<file path="src/design/csr_pkg.sv">
`default_nettype none

package csr_pkg;

    parameter int csr_addr_w = 14;
    parameter int csr_data_w = 32;

    // register map
    parameter logic [csr_addr_w-1:0] addr_crmd   = 14'h0;
    parameter logic [csr_addr_w-1:0] addr_prmd   = 14'h1;
    parameter logic [csr_addr_w-1:0] addr_ecfg   = 14'h4;
    parameter logic [csr_addr_w-1:0] addr_estat  = 14'h5;
    parameter logic [csr_addr_w-1:0] addr_era    = 14'h6;
    parameter logic [csr_addr_w-1:0] addr_eentry = 14'hc;
    parameter logic [csr_addr_w-1:0] addr_save0  = 14'h30;
    parameter logic [csr_addr_w-1:0] addr_save1  = 14'h31;
    parameter logic [csr_addr_w-1:0] addr_save2  = 14'h32;
    parameter logic [csr_addr_w-1:0] addr_save3  = 14'h33;
    parameter logic [csr_addr_w-1:0] addr_tcfg   = 14'h41;
    parameter logic [csr_addr_w-1:0] addr_tval   = 14'h42;
    parameter logic [csr_addr_w-1:0] addr_ticlr  = 14'h44;

    // crmd fields
    parameter int crmd_plv_hi  = 1;
    parameter int crmd_plv_lo  = 0;
    parameter int crmd_ie      = 2;
    parameter int crmd_da      = 3;
    parameter int crmd_pg      = 4;
    parameter int crmd_datf_hi = 6;
    parameter int crmd_datf_lo = 5;
    parameter int crmd_datm_hi = 8;
    parameter int crmd_datm_lo = 7;

    // prmd fields
    parameter int prmd_pplv_hi = 1;
    parameter int prmd_pplv_lo = 0;
    parameter int prmd_pie     = 2;

    // estat fields
    parameter int estat_sw_hi       = 1;
    parameter int estat_sw_lo       = 0;
    parameter int estat_hw_hi       = 9;
    parameter int estat_hw_lo       = 2;
    parameter int estat_ti          = 11;
    parameter int estat_ecode_hi    = 21;
    parameter int estat_ecode_lo    = 16;
    parameter int estat_esubcode_hi = 30;
    parameter int estat_esubcode_lo = 22;

    // ecfg mask and estat status share bits 12:0
    parameter int int_w = 13;

    parameter int tcfg_en         = 0;
    parameter int tcfg_periodic   = 1;
    parameter int tcfg_initval_lo = 2;

    parameter int ticlr_clr = 0;

    parameter int eentry_va_lo = 6;

    // direct address mode out of reset
    parameter logic [csr_data_w-1:0] crmd_reset = 32'h0000_0008;

endpackage

`default_nettype wire

</file>
<file path="src/design/csr_trap_state.sv">
`timescale 1ns/10ps
`default_nettype none

module csr_trap_state (
    input  wire                            clk,
    input  wire                            reset,
    input  wire                            csr_wr_en,
    input  wire  [csr_pkg::csr_addr_w-1:0] csr_waddr,
    input  wire  [csr_pkg::csr_data_w-1:0] csr_wdata,
    input  wire                            excp_flush,
    input  wire                            ertn_flush,
    input  wire  [csr_pkg::csr_data_w-1:0] era_in,
    output logic [csr_pkg::csr_data_w-1:0] crmd,
    output logic [csr_pkg::csr_data_w-1:0] prmd,
    output logic [csr_pkg::csr_data_w-1:0] era,
    output logic [csr_pkg::csr_data_w-1:0] eentry,
    output logic                           crmd_ie,
    output logic [1:0]                     plv_out,
    output logic [1:0]                     dapg,
    output logic [1:0]                     datf,
    output logic [1:0]                     datm,
    output logic [csr_pkg::csr_data_w-1:0] eentry_out,
    output logic [csr_pkg::csr_data_w-1:0] era_out
);
    import csr_pkg::*;

    wire crmd_wen   = csr_wr_en && (csr_waddr == addr_crmd);
    wire prmd_wen   = csr_wr_en && (csr_waddr == addr_prmd);
    wire era_wen    = csr_wr_en && (csr_waddr == addr_era);
    wire eentry_wen = csr_wr_en && (csr_waddr == addr_eentry);

    logic [csr_data_w-1:eentry_va_lo] eentry_va;

    always_ff @(posedge clk) begin
        if (reset) begin
            crmd <= crmd_reset;
        end else if (excp_flush) begin
            crmd[crmd_plv_hi:crmd_plv_lo] <= 2'b00;
            crmd[csr_pkg::crmd_ie] <= 1'b0;
        end else if (ertn_flush) begin
            crmd[crmd_plv_hi:crmd_plv_lo] <= prmd[prmd_pplv_hi:prmd_pplv_lo];
            crmd[csr_pkg::crmd_ie] <= prmd[prmd_pie];
        end else if (crmd_wen) begin
            crmd[crmd_plv_hi:crmd_plv_lo]   <= csr_wdata[crmd_plv_hi:crmd_plv_lo];
            crmd[csr_pkg::crmd_ie]          <= csr_wdata[csr_pkg::crmd_ie];
            crmd[crmd_da]                   <= csr_wdata[crmd_da];
            crmd[crmd_pg]                   <= csr_wdata[crmd_pg];
            crmd[crmd_datf_hi:crmd_datf_lo] <= csr_wdata[crmd_datf_hi:crmd_datf_lo];
            crmd[crmd_datm_hi:crmd_datm_lo] <= csr_wdata[crmd_datm_hi:crmd_datm_lo];
        end
    end

    // previous mode saved on entry
    always_ff @(posedge clk) begin
        if (reset) begin
            prmd <= '0;
        end else if (excp_flush) begin
            prmd[prmd_pplv_hi:prmd_pplv_lo] <= crmd[crmd_plv_hi:crmd_plv_lo];
            prmd[prmd_pie] <= crmd[csr_pkg::crmd_ie];
        end else if (prmd_wen) begin
            prmd[prmd_pplv_hi:prmd_pplv_lo] <= csr_wdata[prmd_pplv_hi:prmd_pplv_lo];
            prmd[prmd_pie] <= csr_wdata[prmd_pie];
        end
    end

    always_ff @(posedge clk) begin
        if (excp_flush) begin
            era <= era_in;
        end else if (era_wen) begin
            era <= csr_wdata;
        end
        if (eentry_wen) begin
            eentry_va <= csr_wdata[csr_data_w-1:eentry_va_lo];
        end
    end

    assign eentry = {eentry_va, {eentry_va_lo{1'b0}}};

    // level that takes effect at the next edge
    always_comb begin
        if (excp_flush) begin
            plv_out = 2'b00;
        end else if (ertn_flush) begin
            plv_out = prmd[prmd_pplv_hi:prmd_pplv_lo];
        end else if (crmd_wen) begin
            plv_out = csr_wdata[crmd_plv_hi:crmd_plv_lo];
        end else begin
            plv_out = crmd[crmd_plv_hi:crmd_plv_lo];
        end
    end

    assign crmd_ie    = crmd[csr_pkg::crmd_ie];
    assign dapg       = {crmd[crmd_da], crmd[crmd_pg]};
    assign datf       = crmd[crmd_datf_hi:crmd_datf_lo];
    assign datm       = crmd[crmd_datm_hi:crmd_datm_lo];
    assign eentry_out = eentry;
    assign era_out    = era;

endmodule

`default_nettype wire

</file>
<file path="src/design/csr_timer.sv">
`timescale 1ns/10ps
`default_nettype none

module csr_timer #(
    parameter int TIMER_BITS = 32
) (
    input  wire                            clk,
    input  wire                            reset,
    input  wire                            csr_wr_en,
    input  wire  [csr_pkg::csr_addr_w-1:0] csr_waddr,
    input  wire  [csr_pkg::csr_data_w-1:0] csr_wdata,
    output logic [csr_pkg::csr_data_w-1:0] tcfg,
    output logic [csr_pkg::csr_data_w-1:0] tval,
    output logic                           timer_pending
);
    import csr_pkg::*;

    wire tcfg_wen  = csr_wr_en && (csr_waddr == addr_tcfg);
    wire ticlr_wen = csr_wr_en && (csr_waddr == addr_ticlr);

    logic                                timer_en;
    logic                                periodic;
    logic [csr_data_w-1:tcfg_initval_lo] tcfg_initval;
    logic [TIMER_BITS-1:0]               count;

    wire expire = timer_en && (count == '0);

    // initval scaled by four
    wire [TIMER_BITS-1:0] load_new = TIMER_BITS'({csr_wdata[csr_data_w-1:tcfg_initval_lo],
                                                  {tcfg_initval_lo{1'b0}}});
    wire [TIMER_BITS-1:0] load_cur = TIMER_BITS'({tcfg_initval, {tcfg_initval_lo{1'b0}}});

    always_ff @(posedge clk) begin
        if (reset) begin
            timer_en <= 1'b0;
            periodic <= 1'b0;
            count    <= '0;
        end else if (tcfg_wen) begin
            timer_en <= csr_wdata[tcfg_en];
            periodic <= csr_wdata[tcfg_periodic];
            count    <= load_new;
        end else if (expire) begin
            // one-shot stops and parks at all ones
            timer_en <= periodic;
            count    <= periodic ? load_cur : '1;
        end else if (timer_en) begin
            count <= count - 1'b1;
        end
    end

    always_ff @(posedge clk) begin
        if (tcfg_wen) begin
            tcfg_initval <= csr_wdata[csr_data_w-1:tcfg_initval_lo];
        end
    end

    // clear wins over a new expiry
    always_ff @(posedge clk) begin
        if (reset) begin
            timer_pending <= 1'b0;
        end else if (ticlr_wen && csr_wdata[ticlr_clr]) begin
            timer_pending <= 1'b0;
        end else if (expire) begin
            timer_pending <= 1'b1;
        end
    end

    always_comb begin
        tcfg = '0;
        tcfg[tcfg_en] = timer_en;
        tcfg[tcfg_periodic] = periodic;
        tcfg[csr_data_w-1:tcfg_initval_lo] = tcfg_initval;
    end

    assign tval = csr_data_w'(count);

endmodule

`default_nettype wire

</file>
<file path="src/design/csr_int_status.sv">
`timescale 1ns/10ps
`default_nettype none

module csr_int_status (
    input  wire                            clk,
    input  wire                            reset,
    input  wire                            csr_wr_en,
    input  wire  [csr_pkg::csr_addr_w-1:0] csr_waddr,
    input  wire  [csr_pkg::csr_data_w-1:0] csr_wdata,
    input  wire                            excp_flush,
    input  wire  [5:0]                     ecode_in,
    input  wire  [8:0]                     esubcode_in,
    input  wire  [7:0]                     interrupt,
    input  wire                            timer_pending,
    input  wire                            crmd_ie,
    output logic [csr_pkg::csr_data_w-1:0] ecfg,
    output logic [csr_pkg::csr_data_w-1:0] estat,
    output logic                           has_int
);
    import csr_pkg::*;

    wire ecfg_wen  = csr_wr_en && (csr_waddr == addr_ecfg);
    wire estat_wen = csr_wr_en && (csr_waddr == addr_estat);

    logic [int_w-1:0] ecfg_lie;
    logic [1:0]       is_sw;
    logic [7:0]       is_hw;
    logic [5:0]       ecode;
    logic [8:0]       esubcode;

    always_ff @(posedge clk) begin
        if (reset) begin
            ecfg_lie <= '0;
            is_sw    <= '0;
            is_hw    <= '0;
        end else begin
            if (ecfg_wen) begin
                ecfg_lie <= csr_wdata[int_w-1:0];
            end
            if (estat_wen) begin
                is_sw <= csr_wdata[estat_sw_hi:estat_sw_lo];
            end
            // hardware lines one cycle late
            is_hw <= interrupt;
        end
    end

    // code fields written by hardware only
    always_ff @(posedge clk) begin
        if (excp_flush) begin
            ecode    <= ecode_in;
            esubcode <= esubcode_in;
        end
    end

    assign ecfg = csr_data_w'(ecfg_lie);

    always_comb begin
        estat = '0;
        estat[estat_sw_hi:estat_sw_lo] = is_sw;
        estat[estat_hw_hi:estat_hw_lo] = is_hw;
        estat[estat_ti] = timer_pending;
        estat[estat_ecode_hi:estat_ecode_lo] = ecode;
        estat[estat_esubcode_hi:estat_esubcode_lo] = esubcode;
    end

    assign has_int = crmd_ie && ((ecfg_lie & estat[int_w-1:0]) != '0);

endmodule

`default_nettype wire

</file>
<file path="src/design/csr_read_port.sv">
`timescale 1ns/10ps
`default_nettype none

module csr_read_port (
    input  wire                            clk,
    input  wire                            csr_wr_en,
    input  wire  [csr_pkg::csr_addr_w-1:0] csr_waddr,
    input  wire  [csr_pkg::csr_data_w-1:0] csr_wdata,
    input  wire  [csr_pkg::csr_addr_w-1:0] csr_raddr,
    input  wire  [csr_pkg::csr_data_w-1:0] crmd,
    input  wire  [csr_pkg::csr_data_w-1:0] prmd,
    input  wire  [csr_pkg::csr_data_w-1:0] ecfg,
    input  wire  [csr_pkg::csr_data_w-1:0] estat,
    input  wire  [csr_pkg::csr_data_w-1:0] era,
    input  wire  [csr_pkg::csr_data_w-1:0] eentry,
    input  wire  [csr_pkg::csr_data_w-1:0] tcfg,
    input  wire  [csr_pkg::csr_data_w-1:0] tval,
    output logic [csr_pkg::csr_data_w-1:0] csr_rdata
);
    import csr_pkg::*;

    logic [csr_data_w-1:0] save0;
    logic [csr_data_w-1:0] save1;
    logic [csr_data_w-1:0] save2;
    logic [csr_data_w-1:0] save3;

    // scratch registers
    always_ff @(posedge clk) begin
        if (csr_wr_en) begin
            case (csr_waddr)
                addr_save0: save0 <= csr_wdata;
                addr_save1: save1 <= csr_wdata;
                addr_save2: save2 <= csr_wdata;
                addr_save3: save3 <= csr_wdata;
                default: ;
            endcase
        end
    end

    always_comb begin
        if (csr_wr_en && (csr_waddr == csr_raddr)) begin
            // write in flight
            csr_rdata = csr_wdata;
        end else begin
            case (csr_raddr)
                addr_crmd:   csr_rdata = crmd;
                addr_prmd:   csr_rdata = prmd;
                addr_ecfg:   csr_rdata = ecfg;
                addr_estat:  csr_rdata = estat;
                addr_era:    csr_rdata = era;
                addr_eentry: csr_rdata = eentry;
                addr_save0:  csr_rdata = save0;
                addr_save1:  csr_rdata = save1;
                addr_save2:  csr_rdata = save2;
                addr_save3:  csr_rdata = save3;
                addr_tcfg:   csr_rdata = tcfg;
                addr_tval:   csr_rdata = tval;
                default:     csr_rdata = '0;
            endcase
        end
    end

endmodule

`default_nettype wire

</file>
<file path="src/design/csr_top.sv">
`timescale 1ns/10ps
`default_nettype none

module csr_top #(
    parameter int TIMER_BITS = 32
) (
    input  wire                            clk,
    input  wire                            reset,
    input  wire  [csr_pkg::csr_addr_w-1:0] csr_raddr,
    input  wire                            csr_wr_en,
    input  wire  [csr_pkg::csr_addr_w-1:0] csr_waddr,
    input  wire  [csr_pkg::csr_data_w-1:0] csr_wdata,
    input  wire                            excp_flush,
    input  wire                            ertn_flush,
    input  wire  [csr_pkg::csr_data_w-1:0] era_in,
    input  wire  [5:0]                     ecode_in,
    input  wire  [8:0]                     esubcode_in,
    input  wire  [7:0]                     interrupt,
    output logic [csr_pkg::csr_data_w-1:0] csr_rdata,
    output logic [csr_pkg::csr_data_w-1:0] eentry_out,
    output logic [csr_pkg::csr_data_w-1:0] era_out,
    output logic [1:0]                     plv_out,
    output logic [1:0]                     dapg,
    output logic [1:0]                     datf,
    output logic [1:0]                     datm,
    output logic                           has_int
);
    import csr_pkg::*;

    logic [csr_data_w-1:0] crmd;
    logic [csr_data_w-1:0] prmd;
    logic [csr_data_w-1:0] era;
    logic [csr_data_w-1:0] eentry;
    logic [csr_data_w-1:0] ecfg;
    logic [csr_data_w-1:0] estat;
    logic [csr_data_w-1:0] tcfg;
    logic [csr_data_w-1:0] tval;
    logic                  crmd_ie;
    logic                  timer_pending;

    csr_trap_state csr_trap_state_i (
        .clk, .reset, .csr_wr_en, .csr_waddr, .csr_wdata,
        .excp_flush, .ertn_flush, .era_in,
        .crmd, .prmd, .era, .eentry, .crmd_ie,
        .plv_out, .dapg, .datf, .datm, .eentry_out, .era_out
    );

    csr_timer #(
        .TIMER_BITS(TIMER_BITS)
    ) csr_timer_i (
        .clk, .reset, .csr_wr_en, .csr_waddr, .csr_wdata,
        .tcfg, .tval, .timer_pending
    );

    csr_int_status csr_int_status_i (
        .clk, .reset, .csr_wr_en, .csr_waddr, .csr_wdata,
        .excp_flush, .ecode_in, .esubcode_in, .interrupt,
        .timer_pending, .crmd_ie,
        .ecfg, .estat, .has_int
    );

    csr_read_port csr_read_port_i (
        .clk, .csr_wr_en, .csr_waddr, .csr_wdata, .csr_raddr,
        .crmd, .prmd, .ecfg, .estat, .era, .eentry, .tcfg, .tval,
        .csr_rdata
    );

endmodule

`default_nettype wire

</file>
<file path="config.mk">
export PLATFORM = sky130hd
export DESIGN_NAME = csr_top
export DESIGN_NICKNAME = d
export VERILOG_FILES = /design/src/design/csr_pkg.sv /design/src/design/csr_trap_state.sv /design/src/design/csr_timer.sv /design/src/design/csr_int_status.sv /design/src/design/csr_read_port.sv /design/src/design/csr_top.sv
export SDC_FILE = /design/constraint.sdc
export NUM_CORES = 1
export LEC_CHECK = 0
export BUFFER_PORTS_ARGS = -buffer_cell sky130_fd_sc_hd__buf_2
export CORE_MARGIN = 1
export CORE_UTILIZATION = 28
export DETAILED_ROUTE_END_ITERATION = 6
export HOLD_SLACK_MARGIN = 0.12
export REMOVE_ABC_BUFFERS = 1
export SLEW_MARGIN = 10
export SYNTH_ARGS = -nofsm -noshare
export SYNTH_HDL_FRONTEND = slang
export SYNTH_SLANG_ARGS = --single-unit
</file>
<file path="constraint.sdc">
create_clock -name clk -period 20.2 [get_ports clk]
set_clock_uncertainty 0.05 [all_clocks]
set_input_delay 4.04 -clock clk [delete_from_list [all_inputs] [get_ports clk]]
set_output_delay 4.04 -clock clk [all_outputs]
set_load 0.01 [all_outputs]
</file>
After elaboration in Yosys (flattened, before gate mapping)
Index checks and enable logic that the tools add are counted.
W data, S select, Z words.
{"block": "word_totals", "ff_bits": 301, "output_inout_bits": 105}
{"block": "op_classes", "mux": 17, "addsub": 1, "n_reduce_logical": 30, "bitwise": 3, "n_eq_ne": 23}
{"op": "$pmux W32 S12", "n": 1}
{"op": "$mux W32", "n": 7}
{"op": "$eq A14 B6 Y1 const B", "n": 8}
{"op": "$eq A14 B3 Y1 const B", "n": 6}
{"op": "$eq A14 B7 Y1 const B", "n": 4}
{"op": "$logic_not A32 Y1", "n": 1}
{"op": "$sub A32 B1 Y32 const B", "n": 1}
{"op": "$eq A14 B1 Y1 const B", "n": 2}
{"op": "$eq A14 B4 Y1 const B", "n": 2}
{"op": "$logic_not A14 Y1", "n": 2}
{"op": "$eq A14 B14 Y1", "n": 1}
{"op": "$and A13 B12 Y13", "n": 1}
{"op": "$reduce_bool A13 Y1", "n": 1}
{"op": "$logic_and A1 B1 Y1", "n": 12}
{"op": "$mux W3", "n": 4}
{"op": "$reduce_bool A2 Y1", "n": 5}
{"op": "$reduce_and A2 Y1", "n": 4}
{"op": "$mux W2", "n": 3}
{"op": "$reduce_or A2 Y1", "n": 3}
{"op": "$reduce_and A3 Y1", "n": 1}
{"op": "$reduce_bool A3 Y1", "n": 1}
{"op": "$mux W1", "n": 2}
{"op": "$not A1 Y1", "n": 2}

Longest topological paths before layout
Gate-level depths: netlist (run 1).
{"block": "logic_depth", "ltp_word": 5, "mapped_depth": 9, "ltp_nobuf": 8}

Modules after synthesis
From an unflattened synthesis (run 1), not the netlist that was laid out.
{"block": "hier_totals", "cells_unflattened": 1588, "area_unflattened_um2": 17307.8}
{"mod": "csr_read_port", "area_per_inst_um2": 8192.9, "n_inst": 1, "seq_area_each_um2": 3843.7, "cells_per_inst": 775}
{"mod": "csr_trap_state", "area_per_inst_um2": 3814.9, "n_inst": 1, "seq_area_each_um2": 1981.9, "cells_per_inst": 295}
{"mod": "csr_timer", "area_per_inst_um2": 3611.0, "n_inst": 1, "seq_area_each_um2": 1601.5, "cells_per_inst": 383}
{"mod": "csr_int_status", "area_per_inst_um2": 1689.1, "n_inst": 1, "seq_area_each_um2": 910.9, "cells_per_inst": 135}

Least setup slack after synthesis (run 1)
Ideal clock, no wire load.
{"block": "synth_timing", "path_type": "in2out", "startpoint": "input port csr_raddr[10] (netlist name)", "endpoint": "output port csr_rdata[23] (netlist name)", "t_arrival_ns": 6.001, "slack_ns": 10.109, "t_required_ns": 16.110, "stages": 7, "cell_sequence": "or4_1 > clkbuf_1 > nor4_2 > buf_2 > buf_2 > a22oi_1 > a41oi_1"}
{"block": "synth_via", "elab_chain_len": 3, "word_cells_on_any_way": 16, "classes_between": "eq/ne: 12; mux: 2; reduce/logical: 2"}
{"item": "start, declared", "line": "csr_top.sv:9", "text": "input wire [csr_pkg::csr_addr_w-1:0] csr_raddr,"}
{"item": "$eq A14 B7 Y1, or another cell as far along", "line": "csr_read_port.sv:45", "text": "case (csr_raddr)"}
{"item": "$pmux W32 S12 or $logic_and A1 B1 Y1 (tied branches)", "line": "csr_read_port.sv:45, csr_read_port.sv:41"}
{"item": "$mux W32 *", "line": "csr_read_port.sv:41", "text": "if (csr_wr_en && (csr_waddr == csr_raddr)) begin"}
{"item": "end, declared", "line": "csr_top.sv:19", "text": "output logic [csr_pkg::csr_data_w-1:0] csr_rdata,"}
Mark *: on every way between the ends. The rest lies on a longest branch, timed or not.

Final worst setup path (run 1)
{"block": "layout_timing", "startpoint": "input port csr_raddr[10] (netlist name)", "endpoint": "output port csr_rdata[0] (netlist name)"}
The elaborated chain is that of the path after synthesis.

==> key figures, run 1 <==
Worst setup path
  – Crit path capture type: output pin
  – Worst R2R Setup Slack: 16.76 ns
  – CP required: 16.11 ns
  – Crit Reg-Reg Startpoint: csr_timer_i.tval[8]$_SDFFE_PP0P_
  – Crit Path Max Fanout: 24
  – Crit path launch type: input pin
  – Worst Reg-to-Reg Cells: 6
  – Crit path DAT: 7.28 ns
  – R2r endpoint: csr_timer_i.tval[16]$_SDFFE_PP0P_
  – Setup Crit Path Kind: input pin to output pin

Timing
  – Period utilization: 56.31%
  – Fin Setup TNS: 0 ns
  – Fin. max-slew vios: 0
  – Setup violators final: 0
  – Unrepaired setup endpoints after global routing: no
  – Tmin final: 11.37 ns
  – Slew headroom: 13.78%
  – Achievable frequency: 0.08792 GHz
  – Hold Violations, Final: 0
  – Worst slew pin tran: 1.281 ns
  – Worst setup margin: 8.826 ns

Die
  – Cell Rows: 81
  – Core footprint: 49150 um^2
  – Die W: 225.7 um
  – Io pins: 225
  – Die Area: 50920 um^2
  – Initial Util: 28.50%
  – Die Span Y: 225.7 um

Layout
  – Layout area overhead: 21.46%
  – Filler-free cell count of the finished design: 2066
  – # diodes: 0
  – Final-stage net count: 1497
  – Fin util: 34.61%
  – # fillers: 4928
  – Share of layout cells above drive strength 1: 26.11%

Routing
  – Remaining DRCs: 3
  – Final wirelength: 50150 um
  – DR pass1 iterations: 7
  – WL per Instance: 24.27 um
  – Initial drt markers: 1187
  – Via count: 11264
  – Final ANT Viol Nets: 0
  – Vias per Instance: 5.452

Clocking
  – CTS Root Buffer Type: clkbuf_16
  – Worst-Skew Late Latency: 0.55 ns
  – CTS tree: yes
  – CTS Buf Count: 35
  – Post-CTS sizing: 0
  – Maximum root-to-sink buffer count: 3
  – H-tree levels: 2
  – # hold bufs at CTS: 0
  – Post-CTS Setup Bufs: 0
  – CTS clk-pin slew, worst paths: 0.06 ns
  – TritonCTS Sinks: 301

GRT
  – Initial antenna violation count: 1
  – Met2 usage in global routing: 30.63%
  – Met3 Usage GRT: 4.528%
  – Pin count of the biggest net entering global routing: 59
  – Grt peak-use layer: met2
  – First-pass GRT wire length: 72770 um
  – Number of global-route vias before repair: 10893
  – Gr usage total: 19.47%
  – Total global routing overflow: 0
  – Met1 Use GR: 26.42%

Logic synthesis
  – Post-synth ARST share: 0%
  – Synth Cell Area: 14010 um^2
  – YS warnings: 0
  – #FFs+latches synth: 301
  – Library cells used by synthesis: 71
  – Cell with the most instances after synthesis: edfxtp_1
  – Main synth FF type: edfxtp_1
  – Top cells by count, synth: 231 x edfxtp_1, 86 x nor2_1, 85 x nand2_1
  – Number of synthesized flops with an enable pin: 231
  – Register area share after synthesis: 59.53%
  – Gate Count Post-Synth: 1177
  – Syn Area/Cell: 11.90 um^2
  – Area share of the largest cell type after synthesis: 49.52%
  – Top area cells in the synthesized netlist: edfxtp_1 50%, dfxtp_1 10%, a22oi_1 3.1%
  – Post-synth top area cell: edfxtp_1

Placed design
  – DP HPWL: 34010 um
  – Buffers on Ports: 218
  – Routability congestion estimate: 0.8769
  – Placement Setup Slack: 8.867 ns
  – # placed instances: 2003

Min path
  – Hold_sp: csr_int_status_i.ecfg_lie[12]$_SDFFE_PP0P_
  – Hold endpoint: csr_int_status_i.ecfg_lie[12]$_SDFFE_PP0P_
  – HP Class: register to register
  – Hold path depth: 2

Power
  – Leak: 5.832 nW
  – Power per standard cell area: 83.06 nW/um^2
  – Peak supply drop: 0.05481 mV

Run
  – MaxCap Viol Count: 0

Outcome
  – Failing checks: design-rule violations
  – Status: complete, but fails checks
critical path, cell delays in order:
cell      delay (ns)
buf_2           0.12
nor4_2          0.75
and4_1          0.51
and2_1          0.38
buf_4           0.47
a22o_1          0.22
a211oi_1        0.06
a311oi_1        0.50
buf_2           0.22
worst max-delay path by stage:
stage | from | to | slack [ns] | depth (start not counted)
floorplan | csr_raddr[6] | csr_rdata[0] | 9.30 | 6
global placement | csr_raddr[10] | csr_rdata[1] | 8.92 | 9
detailed placement | csr_raddr[10] | csr_rdata[0] | 8.87 | 9
CTS | csr_raddr[10] | csr_rdata[0] | 8.86 | 9
global route | csr_raddr[10] | csr_rdata[0] | 8.65 | 9
finish | csr_raddr[10] | csr_rdata[0] | 8.83 | 9
layout make-up:
cell class	count	area, um^2	area share (%)
sequential	301	8338	49.01
inverter	18	67.56	0.3971
tap	664	830.8	4.883
multi-input combinational	774	5276	31.01
timing repair buffer	246	1301	7.649
clock inverter	14	155.1	0.9120
clock buffer	49	1044	6.134
stage by stage:
step                      hold slack (ns)  cell area [um^2]  power [mW]
after global placement             0.3893             15810      0.7630
final                              0.4092             17010       1.413
after detailed placement           0.4018             15810      0.7644
after CTS                          0.4091             17010       1.427
after floorplan                    0.3761             13630      0.7167
after global routing               0.4229             17010       1.455
sequential cells by signal (all words and copies together) (netlist names), 26 cells and up:
| register | flops |
|---|---|
| csr_read_port_i.save1 | 32 |
| csr_trap_state_i.eentry_va | 26 |
| csr_trap_state_i.era | 32 |
| csr_timer_i.tcfg_initval | 30 |
| csr_timer_i.tval | 32 |
| csr_read_port_i.save3 | 32 |
| csr_read_port_i.save0 | 32 |
| csr_read_port_i.save2 | 32 |
logic make-up after synthesis:
family	count (synthesis)	synth area share [%]
XOR/XNOR	34	2.126
buffers and inverters	107	3.278
flip-flops	301	59.53
AND/OR/NAND/NOR	363	13.94
AO/OA/AOI/OAI	310	16.38
other	1	0.02677
adder cells (fa/ha/maj)	1	0.08931
multiplexers	60	4.627
cell usage in the layout (no fill, tap or decap), drive strengths merged, types with 8 or more instances in the layout:
cell / instances
o21ai: 34
edfxtp: 231
a22oi: 58
inv: 19
nor2: 89
mux2: 38
a222oi: 26
buf: 246
a211oi: 10
xor2: 11
a221oi: 9
nor2b: 19
mux2i: 22
a22o: 29
or3: 12
a32oi: 9
o22ai: 14
nand4: 19
nand2: 85
nand3: 18
a41oi: 20
and2: 8
clkbuf: 49
nor3: 33
dfxtp: 70
a21oi: 48
a31oi: 14
xnor2: 23
and3: 19
nor4: 16
power breakdown:
part	internal, mW	switching, mW
combinational	0.0243	0.0429
clock	0.401	0.261
sequential	0.677	0.00703
total	1.10	0.311
layer usage:
metal / vias up / wire (um)
li1: 5045 / -
met1: 5638 / 21810
met2: 493 / 23200
met3: 86 / 3826
met4: 2 / 1300
met5: - / 10
Note: power is estimated with default switching activity, not from simulation.
==> run 2: changes to the inputs <==
clock period = 11.8 ns   (was 20.2 ns; I/O delays follow)
==> key figures, run 2 (synthesis gave the netlist of run 1 again) <==
Clocking
  – Worst-Skew Late Latency: 0.56 ns (about the same)
  – Post-CTS Setup Bufs: 0 (unchanged)
  – CTS Buf Count: 36 (+2.9%)
  – CTS tree: yes
  – Maximum root-to-sink buffer count: 3 (unchanged)
  – TritonCTS Sinks: 301 (unchanged)
  – # hold bufs at CTS: 0 (unchanged)
  – H-tree levels: 2 (unchanged)
  – Post-CTS sizing: 0 (unchanged)
  – CTS Root Buffer Type: clkbuf_16
  – CTS clk-pin slew, worst paths: 0.06 ns (about the same)

Power
  – Internal Pwr Total: 1.827 mW (+66%)
  – Fraction of power consumed by sequential logic: 49.4% (+1.0 points)
  – Power per standard cell area: 139.8 nW/um^2 (+68%)
  – Leak: 5.809 nW (-0.38%)
  – Psw: 544.3 uW (+75%)
  – Peak supply drop: 0.08024 mV (+46%)
  – Sw Ratio: 22.96% (+0.92 points)
  – Clock power share: 45.7% (-1.1 points)
  – Comb power frac: 4.9% (about the same)

Worst setup path
  – CP required: 9.39 ns (-6.72 ns)
  – R2r endpoint: csr_timer_i.tval[16]$_SDFFE_PP0P_
  – Crit Reg-Reg Startpoint: csr_timer_i.tval[8]$_SDFFE_PP0P_
  – Worst R2R Setup Slack: 8.32 ns (-8.44 ns)
  – Setup Crit Path Kind: input pin to output pin
  – Worst Reg-to-Reg Cells: 6 (unchanged)
  – Crit path capture type: output pin
  – Crit path DAT: 5.60 ns (-1.68 ns)
  – Crit Path Max Fanout: 24 (unchanged)
  – Crit path launch type: input pin

Timing
  – Fin. max-slew vios: 0 (unchanged)
  – Achievable frequency: 0.1248 GHz
  – Fin Setup TNS: 0 ns (unchanged)
  – Period utilization: 67.91%
  – Unrepaired setup endpoints after global routing: no
  – Hold Violations, Final: 0 (unchanged)
  – Worst slew pin tran: 1.357 ns (+0.07552 ns)
  – Slew headroom: 8.701% (-5.1 points)
  – Setup violators final: 0 (unchanged)
  – Tmin final: 8.013 ns

Routing
  – Via count: 11210 (-0.48%)
  – Final ANT Viol Nets: 0 (unchanged)
  – DRT met1 WL: 22090 um (+1.3%)
  – DR pass1 iterations: 5 (-2)
  – WL per Instance: 24.26 um (about the same)
  – Top routing layer in use: met5
  – Remaining DRCs: 0 (-3)
  – WL met2: 23070 um (-0.56%)
  – Initial drt markers: 1245 (+4.9%)
  – Final wirelength: 50220 um (+0.14%)
  – Metal3 WL: 3656 um (-4.4%)
  – Vias per Instance: 5.415 (-0.67%)

Die
  – Cell Rows: 81 (unchanged)
  – Die Span Y: 225.7 um (unchanged)
  – Die Area: 50920 um^2 (unchanged)
  – Io pins: 225 (unchanged)
  – Die W: 225.7 um (unchanged)
  – Core footprint: 49150 um^2 (unchanged)
  – Initial Util: 28.50% (unchanged)

Min path
  – Hold path depth: 2 (unchanged)
  – HP Class: register to register
  – Hold_sp: csr_int_status_i.ecfg_lie[10]$_SDFFE_PP0P_
  – Hold endpoint: csr_int_status_i.ecfg_lie[10]$_SDFFE_PP0P_

Layout
  – Commonest non-fill, non-tap cell in the layout: edfxtp_1
  – Most frequent cells in the layout: 231 x edfxtp_1, 218 x buf_2, 85 x nand2_1, 83 x nor2_1, 70 x dfxtp_1
  – # fillers: 4880 (-0.97%)
  – Fin util: 34.50% (-0.11 points)
  – Layout area overhead: 21.06%
  – Final-stage net count: 1498 (+0.067%)
  – Share of layout cells above drive strength 1: 26.26% (+0.16 points)
  – Filler-free cell count of the finished design: 2070 (+0.19%)

Run
  – MaxCap Viol Count: 0 (unchanged)

Placed design
  – Buffers on Ports: 218 (unchanged)
  – # placed instances: 2003 (unchanged)
  – DP HPWL: 34080 um (+0.18%)
  – Routability congestion estimate: 0.8738 (-0.35%)

GRT
  – First-pass GRT wire length: 73260 um (+0.67%)
  – Pin count of the biggest net entering global routing: 59 (unchanged)
  – Number of global-route vias before repair: 11022 (+1.2%)
  – Total global routing overflow: 0 (unchanged)
  – Initial antenna violation count: 2 (+1)
  – Gr usage total: 19.60% (+0.13 points)

Outcome
  – Status: finished, final reports clean
-- run 2: how the worst max path moves through the flow --
stage | start | end | slack, ns | cells after the start
detailed placement | csr_raddr[10] | csr_rdata[0] | 3.82 | 9
CTS | csr_raddr[10] | csr_rdata[0] | 3.79 | 9
global route | csr_raddr[7] | csr_rdata[0] | 3.57 | 9
finish | csr_raddr[10] | csr_rdata[0] | 3.79 | 9
global placement | csr_raddr[10] | csr_rdata[1] | 3.89 | 9
floorplan | csr_waddr[11] | csr_trap_state_i.era[0]$_DFFE_PP_ | 4.17 | 4
-- run 2: metrics by stage --
step / worst slack (ns) / hold slack (ns) / area (um^2) / power, mW
2_1_floorplan: 4.173 / 0.3761 / 13630 / 1.227
3_3_place_gp: 3.893 / 0.3896 / 15810 / 1.307
3_5_place_dp: 3.818 / 0.4049 / 15810 / 1.309
4_1_cts: 3.794 / 0.4113 / 16960 / 2.397
5_1_grt: 3.575 / 0.4318 / 16960 / 2.444
6_report: 3.787 / 0.4165 / 16960 / 2.371
-- run 2: critical path: stages --
cell and delay, ns:
buf_2 0.12, nor4_2 0.81, and4_1 0.52, and2_1 0.40, buf_4 0.46, a22o_1 0.23, a211oi_1 0.07, a311oi_1 0.43
buf_2 0.20
-- run 2: final cells by class --
cell class	instances	area, um^2	area share (%)
timing repair buffer	246	1301	7.674
inverter	18	67.56	0.3984
clock buffer	48	1007	5.940
antenna	1	2.502	0.01476
multi-input combinational	774	5276	31.11
tap	664	830.8	4.899
clock inverter	18	133.9	0.7895
sequential	301	8338	49.17
-- run 2: power groups by stage --
stage               sequential, mW  clock (mW)  combinational, mW
floorplan                     1.19           0             0.0334
global placement              1.19           0              0.113
detailed placement            1.19           0              0.116
CTS                           1.17        1.11              0.116
global route                  1.17        1.15              0.125
finish                        1.17        1.08              0.116
-- run 2: per-layer routing --
metal / vias to the layer above / track usage [%]
li1: 5050 / -
met1: 5585 / 26.90
met2: 485 / 30.81
met3: 88 / 3.786
met4: 2 / 6.539
met5: - / 0
